**config.mk**
```make
export PLATFORM = sky130hd
export DESIGN_NAME = eeprom_engine_flat
export DESIGN_NICKNAME = d
export VERILOG_FILES = /design/src/eeprom_pkg.sv /design/src/eeprom_req_if.sv /design/src/eeprom_engine.sv /design/src/flat_wrapper.sv
export VERILOG_INCLUDE_DIRS = /design/src
export SDC_FILE = /design/constraint.sdc
export NUM_CORES = 1
export LEC_CHECK = 0
export ABC_AREA = 1
export BUFFER_PORTS_ARGS = -buffer_cell sky130_fd_sc_hd__buf_2
export CORE_MARGIN = 10
export CORE_UTILIZATION = 55
export CTS_CLUSTER_DIAMETER = 60
export DETAILED_ROUTE_END_ITERATION = 10
export PLACE_DENSITY = 0.75
export SYNTH_ARGS = -nofsm -noshare
export SYNTH_HDL_FRONTEND = slang
export SYNTH_SLANG_ARGS = --single-unit
export TNS_END_PERCENT = 100
```
**constraint.sdc**
```tcl
create_clock -name CLK -period 3.55 [get_ports CLK]
set_clock_uncertainty 0.2 [all_clocks]
set_input_delay 0.1775 -clock CLK [delete_from_list [all_inputs] [get_ports CLK]]
set_output_delay 0.1775 -clock CLK [all_outputs]
set_load 0.05 [all_outputs]
```
**src/eeprom_consts.svh**
```systemverilog
`ifndef EEPROM_CONSTS_SVH
`define EEPROM_CONSTS_SVH

// two independent I2C buses
`define EEPROM_CHANNELS 2
`define EEPROM_CHAN_W   1

// 24C16: 2 KB, 11-bit byte address
`define EEPROM_ADDR_W   11
`define EEPROM_DATA_W   8

// CLK cycles per quarter SCL bit
`define EEPROM_QTR_CLKS 4

// upper nibble of the control byte
`define EEPROM_DEV_CODE 4'b1010

`endif

```
**src/eeprom_pkg.sv**
```systemverilog
package eeprom_pkg;

    typedef enum logic {
        OP_WRITE = 1'b0,
        OP_READ  = 1'b1
    } eeprom_op_e;

    // engine phases, one per bus frame segment
    typedef enum logic [3:0] {
        ST_IDLE,
        ST_START,
        ST_CTRL_W,
        ST_ADDR,
        ST_DATA_W,
        ST_RESTART,
        ST_CTRL_R,
        ST_DATA_R,
        ST_STOP,
        ST_DONE
    } eeprom_state_e;

    // quarters of one SCL bit
    typedef enum logic [1:0] {
        Q_LOW_SET,
        Q_RISE,
        Q_HIGH_SAMPLE,
        Q_FALL
    } eeprom_bit_e;

endpackage

```
**src/eeprom_req_if.sv**
```systemverilog
`include "eeprom_consts.svh"

interface eeprom_req_if;
    // request side
    logic                      start;
    eeprom_pkg::eeprom_op_e    op;
    logic [`EEPROM_ADDR_W-1:0] addr;
    logic [`EEPROM_DATA_W-1:0] wdata;

    // result side, held while done
    logic                      busy;
    logic                      done;
    eeprom_pkg::eeprom_op_e    res_op;
    logic [`EEPROM_DATA_W-1:0] rdata;
    logic                      nack;
    logic                      take;

    modport dispatch (
        output start, op, addr, wdata,
        input  busy
    );

    modport engine (
        input  start, op, addr, wdata, take,
        output busy, done, res_op, rdata, nack
    );

    modport collect (
        input  done, res_op, rdata, nack,
        output take
    );
endinterface

```
**src/eeprom_engine.sv**
```systemverilog
`include "eeprom_consts.svh"

module eeprom_engine (
    input  logic         CLK,
    input  logic         RESET,
    eeprom_req_if.engine req,
    output logic         scl,
    output logic         sda_oe,
    input  logic         sda_in
);
    localparam int QW = $clog2(`EEPROM_QTR_CLKS);

    eeprom_pkg::eeprom_state_e state;
    eeprom_pkg::eeprom_bit_e   phase;
    logic [QW-1:0]             qcnt;
    logic [3:0]                bitcnt;
    logic                      nack_r;
    logic [`EEPROM_DATA_W-1:0] shreg;
    logic [`EEPROM_DATA_W-1:0] rdata_r;
    eeprom_pkg::eeprom_op_e    op_r;
    logic [`EEPROM_ADDR_W-1:0] addr_r;
    logic [`EEPROM_DATA_W-1:0] wdata_r;
    logic [`EEPROM_DATA_W-1:0] ctrl_wr;
    logic [`EEPROM_DATA_W-1:0] ctrl_rd;
    logic                      running;
    logic                      tick;
    logic                      sample;
    logic                      bit_end;
    logic                      ack_slot;
    logic                      slave_ack;

    // block select bits ride in the control byte
    assign ctrl_wr = {`EEPROM_DEV_CODE, addr_r[`EEPROM_ADDR_W-1:8], 1'b0};
    assign ctrl_rd = {`EEPROM_DEV_CODE, addr_r[`EEPROM_ADDR_W-1:8], 1'b1};

    assign running  = (state != eeprom_pkg::ST_IDLE) && (state != eeprom_pkg::ST_DONE);
    assign tick     = (qcnt == QW'(`EEPROM_QTR_CLKS - 1));
    assign sample   = tick && (phase == eeprom_pkg::Q_HIGH_SAMPLE);
    assign bit_end  = tick && (phase == eeprom_pkg::Q_FALL);
    assign ack_slot = (bitcnt == 4'(`EEPROM_DATA_W));   // ninth bit of a byte

    assign slave_ack = (state == eeprom_pkg::ST_CTRL_W) || (state == eeprom_pkg::ST_ADDR) ||
                       (state == eeprom_pkg::ST_DATA_W) || (state == eeprom_pkg::ST_CTRL_R);

    always_ff @(posedge CLK) begin
        if (RESET) begin
            state  <= eeprom_pkg::ST_IDLE;
            phase  <= eeprom_pkg::Q_LOW_SET;
            qcnt   <= '0;
            bitcnt <= '0;
            nack_r <= 1'b0;
        end else begin
            if (running) begin
                if (tick) begin
                    qcnt  <= '0;
                    phase <= eeprom_pkg::eeprom_bit_e'(phase + 2'd1);
                end else begin
                    qcnt <= qcnt + 1'b1;
                end
            end

            if (sample && ack_slot && slave_ack && sda_in)
                nack_r <= 1'b1;                          // nobody pulled SDA
            if (sample && !ack_slot && (state == eeprom_pkg::ST_DATA_R))
                shreg <= {shreg[`EEPROM_DATA_W-2:0], sda_in};

            case (state)
                eeprom_pkg::ST_IDLE: begin
                    if (req.start) begin
                        op_r    <= req.op;
                        addr_r  <= req.addr;
                        wdata_r <= req.wdata;
                        rdata_r <= '0;                   // writes report zero
                        nack_r  <= 1'b0;
                        state   <= eeprom_pkg::ST_START;
                    end
                end
                eeprom_pkg::ST_START: begin
                    if (bit_end) begin
                        shreg <= ctrl_wr;
                        state <= eeprom_pkg::ST_CTRL_W;
                    end
                end
                eeprom_pkg::ST_RESTART: begin
                    if (bit_end) begin
                        shreg <= ctrl_rd;
                        state <= eeprom_pkg::ST_CTRL_R;
                    end
                end
                eeprom_pkg::ST_STOP: begin
                    if (bit_end)
                        state <= eeprom_pkg::ST_DONE;
                end
                eeprom_pkg::ST_DONE: begin
                    if (req.take)
                        state <= eeprom_pkg::ST_IDLE;
                end
                default: begin
                    // byte phases: 8 data bits then the ack slot
                    if (bit_end && !ack_slot) begin
                        bitcnt <= bitcnt + 4'd1;
                        if (state != eeprom_pkg::ST_DATA_R)
                            shreg <= {shreg[`EEPROM_DATA_W-2:0], 1'b0};
                    end else if (bit_end) begin
                        bitcnt <= '0;
                        if (nack_r) begin
                            state <= eeprom_pkg::ST_STOP;
                        end else begin
                            case (state)
                                eeprom_pkg::ST_CTRL_W: begin
                                    shreg <= addr_r[7:0];
                                    state <= eeprom_pkg::ST_ADDR;
                                end
                                eeprom_pkg::ST_ADDR: begin
                                    if (op_r == eeprom_pkg::OP_WRITE) begin
                                        shreg <= wdata_r;
                                        state <= eeprom_pkg::ST_DATA_W;
                                    end else begin
                                        state <= eeprom_pkg::ST_RESTART;
                                    end
                                end
                                eeprom_pkg::ST_CTRL_R: state <= eeprom_pkg::ST_DATA_R;
                                eeprom_pkg::ST_DATA_R: begin
                                    rdata_r <= shreg;
                                    state   <= eeprom_pkg::ST_STOP;
                                end
                                default: state <= eeprom_pkg::ST_STOP;
                            endcase
                        end
                    end
                end
            endcase
        end
    end

    // SCL: idle high, high for the middle two quarters, stays high in stop
    always_comb begin
        case (state)
            eeprom_pkg::ST_IDLE,
            eeprom_pkg::ST_DONE: scl = 1'b1;
            eeprom_pkg::ST_STOP: scl = (phase != eeprom_pkg::Q_LOW_SET);
            default:             scl = (phase == eeprom_pkg::Q_RISE) ||
                                       (phase == eeprom_pkg::Q_HIGH_SAMPLE);
        endcase
    end

    always_comb begin
        case (state)
            eeprom_pkg::ST_START,
            eeprom_pkg::ST_RESTART: sda_oe = (phase == eeprom_pkg::Q_HIGH_SAMPLE) ||
                                             (phase == eeprom_pkg::Q_FALL);   // falls with scl high
            eeprom_pkg::ST_STOP:    sda_oe = (phase == eeprom_pkg::Q_LOW_SET) ||
                                             (phase == eeprom_pkg::Q_RISE);   // rises with scl high
            eeprom_pkg::ST_CTRL_W,
            eeprom_pkg::ST_ADDR,
            eeprom_pkg::ST_DATA_W,
            eeprom_pkg::ST_CTRL_R:  sda_oe = !ack_slot && !shreg[`EEPROM_DATA_W-1];
            default:                sda_oe = 1'b0;   // read data and master nack
        endcase
    end

    assign req.busy   = (state != eeprom_pkg::ST_IDLE);
    assign req.done   = (state == eeprom_pkg::ST_DONE);
    assign req.res_op = op_r;
    assign req.rdata  = rdata_r;
    assign req.nack   = nack_r;

endmodule

```
**src/flat_wrapper.sv**
```systemverilog
// flat-port wrapper written by rule: the top's interface ports become plain ports
module eeprom_engine_flat 
  (CLK, RESET, scl, sda_oe, sda_in, req_start, req_op, req_addr, req_wdata, req_take, req_busy, req_done, req_res_op, req_rdata, req_nack);
  eeprom_req_if req_i ();
  input  logic CLK;
  input  logic RESET;
  output logic scl;
  output logic sda_oe;
  input  logic sda_in;
  input wire logic [$bits(req_i.start)-1:0] req_start;
  input wire logic [$bits(req_i.op)-1:0] req_op;
  input wire logic [$bits(req_i.addr)-1:0] req_addr;
  input wire logic [$bits(req_i.wdata)-1:0] req_wdata;
  input wire logic [$bits(req_i.take)-1:0] req_take;
  output wire logic [$bits(req_i.busy)-1:0] req_busy;
  output wire logic [$bits(req_i.done)-1:0] req_done;
  output wire logic [$bits(req_i.res_op)-1:0] req_res_op;
  output wire logic [$bits(req_i.rdata)-1:0] req_rdata;
  output wire logic [$bits(req_i.nack)-1:0] req_nack;
  assign req_i.start = req_start;
  assign req_i.op = req_op;
  assign req_i.addr = req_addr;
  assign req_i.wdata = req_wdata;
  assign req_i.take = req_take;
  assign req_busy = req_i.busy;
  assign req_done = req_i.done;
  assign req_res_op = req_i.res_op;
  assign req_rdata = req_i.rdata;
  assign req_nack = req_i.nack;
  eeprom_engine u_core (.CLK(CLK), .RESET(RESET), .req(req_i), .scl(scl), .sda_oe(sda_oe), .sda_in(sda_in));
endmodule
```
After elaboration in Yosys (flattened, before gate mapping)
Index checks and enable logic that the tools add are counted.
- output and inout port bits: 14
- logic and storage cells: 112
- flip-flop bits (word level): 49
- bits of input ports: 25
- $add $sub $neg: 3
- eq/ne operators: 24
- bitwise operators: 3
- reduce and logical (&&, ||, !) cells: 37
- mux-type cells: 35
- operators with widths (cell ; number):
    8-bit two-way mux ; 13
    4-bit two-way mux ; 10
    8-bit case mux with 2 select lines ; 2
    8-bit case mux with 3 select lines ; 1
    4-bit case mux with 5 select lines ; 1
    4-bit by 3-bit == test with 1-bit output, second input constant ; 4
    7-bit AND reduction ; 2
    4-bit == test, second input constant ; 3
    4-bit case mux with 3 select lines ; 1
    1-bit logical AND ; 10
    4-bit by 2-bit == test with 1-bit output, second input constant ; 2
    2-bit != test, second input constant ; 4
    2-bit nonzero test ; 4
    4-bit OR reduction ; 2
    2-bit == test, second input constant ; 3
    1-bit logical OR ; 6
    2-bit by 1-bit != test with 1-bit output, second input constant ; 3
    6-bit != test, second input constant ; 1
    5-bit OR reduction ; 1
    2-bit by 1-bit adder with 2-bit output, second input constant ; 2
    4-bit by 1-bit adder with 4-bit output, second input constant ; 1
    4-bit by 1-bit == test with 1-bit output, second input constant ; 1
    4-bit logical NOT ; 1
    1-bit two-way mux ; 4
    15 further kinds ; 20

Depth between registers and ports, before layout
- word-level depth: 11
- mapped depth: 13
- depth with buffers taken out: 12

Least setup slack after synthesis
OpenSTA, ideal clock, no wires.
- path type: register to register
- from: register u_core.state[0]
- to: register u_core.addr_r[0], enable pin
- data required time: 2.928 ns
- path buffers: 2
- data arrival time: 2.673 ns
- period minus slack after synthesis: 3.296 ns
- stages on the path, launching flop included: 8
- path slack: 0.254 ns
- library setup time: 0.422 ns
- cell sequence: dfxtp_1 > buf_4 > clkinv_1 > nand2_2 > nor2_8 > buf_2 > inv_1 > nor3_1
- cells in the longest elaborated chain, start to end: 2
- RTL lines (what ; line ; source):
    start: declaration ; eeprom_engine.sv:13 ; eeprom_pkg::eeprom_state_e state;
    start signal: assignment ; eeprom_engine.sv:47 ; state <= eeprom_pkg::ST_IDLE;
    start signal: assignment ; eeprom_engine.sv:75 ; state <= eeprom_pkg::ST_START;
    start signal: assignment ; eeprom_engine.sv:81 ; state <= eeprom_pkg::ST_CTRL_W;
    4-bit logical NOT ; eeprom_engine.sv:67 ; case (state)
    3-bit AND reduction (no source line) ; -- ;
    end signal: assignment ; eeprom_engine.sv:71 ; addr_r <= req.addr;
    end: declaration ; eeprom_engine.sv:21 ; logic [`EEPROM_ADDR_W-1:0] addr_r;
Every way passes these cells.
A chain may end at the register's enable or synchronous reset.

Worst setup path in the final report
- from: register u_core.state[3]
- to: output port sda_oe
- cells in the longest elaborated chain, start to end: 3
- elaborated cells on any way between the ends: 10
- those cells by class: 7 x eq/ne; 1 x mux; 2 x reduce/logical
- RTL lines (what ; line ; source):
    4-bit by 3-bit == test with 1-bit output (tied with other cells) ; eeprom_engine.sv:148 ; case (state)
    4-bit OR reduction / 2-bit OR reduction (equally long branches) ; eeprom_engine.sv:148 ;
    1-bit case mux with 3 select lines * ; eeprom_engine.sv:148 ;
    end: declaration ; flat_wrapper.sv:8 ; output logic sda_oe;
Every way passes the cells marked *; elsewhere a longest branch is shown, timed or not.

==> out/qor.yml <==
status: "finished clean"
min_path_type: "in -> reg"
fin_util_pct: 67.37
clk_pin_slew_ps: 90
min_period_ps: 2445
fmax_ghz: 0.4089
regArea_mm2: 0.001341
ys_ff_latch: 49
drt_wl_total_um: 7005
clk_latency_ps: 310
start_util_pct: 56.28
avgRoutedWirePerCell_um: 14.38
clk_path_buf_depth: 2
antenna_found_initial: 0
syn_to_final_growth_pct: 19.71
p_switching_mw: 1.068
r2r_start: "u_core.qcnt[0]"
root_buffer: "clkbuf_8"
start_kind: "register"
max-vdd-ir-drop_uv: 416.9
place_congestion: 0.9675
yosys_warnings: 0
synth.area.top_cells: "edfxtp_1 (38%), nand2_1 (14%), dfxtp_1 (9.2%), nand3_1 (6.7%), nor2_1 (4.8%)"
drtIter0Drc: 297
fin_crit_sh_pct: 68.88
num-nets-final: 448
die_w_um: 91.83
drc: 0
critPathCaptureType: "primary output"
relSlewSlack_pct: 52.40
postCtsResizedCells: 0
layout-drive-gt1-share_pct: 18.71
firstDrtPassIters: 5
synthCells: 354
cp_slowest_cell: "nor2_1"
drtAntennaViolNets: 0
grt_overflow: 0
rows: 26
clock_sinks: 49
max_cap_viol_count: 0
fill_cells: 441
min_to: "u_core.req.nack"
dpl.hpwl_um: 4874
die-area_mm2: 0.008433
r2r_slack_ps: 1350
seq_area_frac_synth_pct: 47.27
stdcell_area_mm2: 0.003397
setup_tns_ps: 0
min_from: "req_start"
rsz0062_at_grt: "false"
synth_area_mm2: 0.002838
maxSlewViolCount: 0
core_area_mm2: 0.005042
postPlaceCellArea_mm2: 0.003095
synth_top_area_cell: "edfxtp_1"
cp_data_arrival_time_ps: 2070
synth_top_area_share_pct: 38.10
crit_top_cell: "nand3_1"
avgSynthCellArea_um2: 8.016
worst_pin_slew_ps: 711.3
required_ps: 3170
crit_chain: "nor2_1 > nand2_1 > o21ai_0 > nand3_1 > nand3_1 > buf_2"
worst-r2r-cell-count: 12
multiInputGateArea_mm2: 0.001315
whs_path_depth: 4
num_vias: 2549
die_h_um: 91.83
syn_nets: 386
htree_levels: 2
grt_pass1_wl_um: 11760
path_class: "reg -> out"
grt_max_degree: 21
p_leak_nw: 1.560
r2r_end: "u_core.shreg[6]"
first_global_vias: 2458
cp_max_fo: 11
cpPeakStageDelay_ps: 570
cts_buffers: 5
avgViaCountPerCell: 5.234
synth_cell_type_count: 30
cts_tree: "done"
whs_ps: 92.99
grt_usage_pct: 16.74
p_sw_share_pct: 46.24
seqPwrFrac_pct: 37.1
power.density_mw_per_mm2: 679.8
setup_ws_ps: 1105
dp_worst_setup_slack_ps: 1412
comb_power_share_pct: 48.2
io_buffers: 38
diodes: 0
finalSetupViolCount: 0
power.internal_mw: 1.242
pin_count: 39
pwr-share-clk_pct: 14.6
hold_viol: 0
power groups by stage:
stage          registers (mW)  clock network, mW  logic [mW]
6_report                0.858              0.338        1.11
5_1_grt                 0.871              0.366        1.23
4_1_cts                 0.855              0.336        1.10
3_5_place_dp            0.869                  0        1.08
3_3_place_gp            0.866                  0        1.07
2_1_floorplan           0.971                  0       0.758
state kept, by name, indices dropped and copies added (netlist names):
name and flops:
u_core.state 4, u_core.phase 2, u_core.wdata_r 8, u_core.req.rdata 8, u_core.shreg 8, u_core.qcnt 2, u_core.req.nack 1, u_core.addr_r 11
u_core.bitcnt 4, u_core.req.res_op 1
Yosys cell counts:
library cell,instances
nand2_1,106
o21ai_1,1
nor3b_1,2
ha_1,7
nor3b_2,1
nand2_4,1
nand2_2,3
dfxtp_1,13
o211a_1,1
xor2_1,1
nor2_8,2
buf_4,3
clkinv_1,1
nor2_1,36
nand3_1,38
inv_1,35
nand3_2,5
a21oi_2,1
nor2_2,6
nor2_4,4
nor3_1,3
a21oi_1,17
buf_2,2
a31oi_1,3
a211oi_1,1
o21ai_2,2
edfxtp_1,36
o21ai_0,16
nand4_1,2
inv_2,5
worst max-delay path, delay by kind of cell, from the launching register on:
kind | cells | cell delay (ps)
buffers and inverters | 1 | 260
AOI/OAI and AO/OA | 1 | 170
DFF | 1 | 350
and+or+nand+nor | 4 | 970
layout make-up:
| cell class | count | share of cell area (%) |
|---|---|---|
| clock buffer | 5 | 2.026 |
| clock inverter | 3 | 0.6630 |
| inverter | 41 | 4.530 |
| multi-input combinational | 259 | 38.71 |
| sequential | 49 | 39.48 |
| tap | 70 | 2.578 |
| timing repair buffer | 60 | 12.01 |
layer usage:
metal	global-route usage (%)	vias up	share of wire, %	routed length, µm
li1	-	1286	-	-
met5	0	-	0	0
met4	4.499	0	1.0	73
met1	20.99	1136	43	3027
met2	27.73	115	47	3326
met3	4.645	12	8.2	577
metrics by stage:
stage               instances  total power [mW]
global route              487             2.471
finish                    487             2.309
CTS                       487             2.295
global placement          458             1.934
floorplan                 354             1.729
detailed placement        458             1.950
layout by cell type (no fill, tap or decap), drive strengths merged, types with 13 or more instances in the layout:
master       netlist  final
nor2              48     48
nand3             43     43
o21ai             19     19
buf                5     39
nand2            110    110
a21oi             18     18
edfxtp            36     36
inv               40     40
dfxtp             13     13
dlygate4sd3        0     21
worst max path at each step:
stage | startpoint | endpoint | slack, ps | depth (start not counted)
6_report | u_core.state[3] | sda_oe | 1100 | 6
5_1_grt | u_core.state[3] | sda_oe | 930 | 6
4_1_cts | u_core.state[3] | sda_oe | 1150 | 6
3_5_place_dp | u_core.bitcnt[0] | u_core.shreg[3] | 1410 | 12
3_3_place_gp | u_core.state[3] | sda_oe | 1430 | 6
2_1_floorplan | u_core.state[0] | u_core.addr_r[0] | 250 | 7
kinds of logic after synthesis:
family                     share of synthesized area, %
buffers and inverters                             6.570
DFF                                               47.27
and+or+nand+nor                                   34.57
adders and majority gates                         3.086
xor gates and xnor gates                         0.3087
AOI/OAI and AO/OA                                 8.201
repair_timing:
item                      in CTS  in global routing
buffers inserted               0                  0
hold buffers                  21                  0
hold endpoints to repair      21                  0
Power figures use the tool's default switching activity.
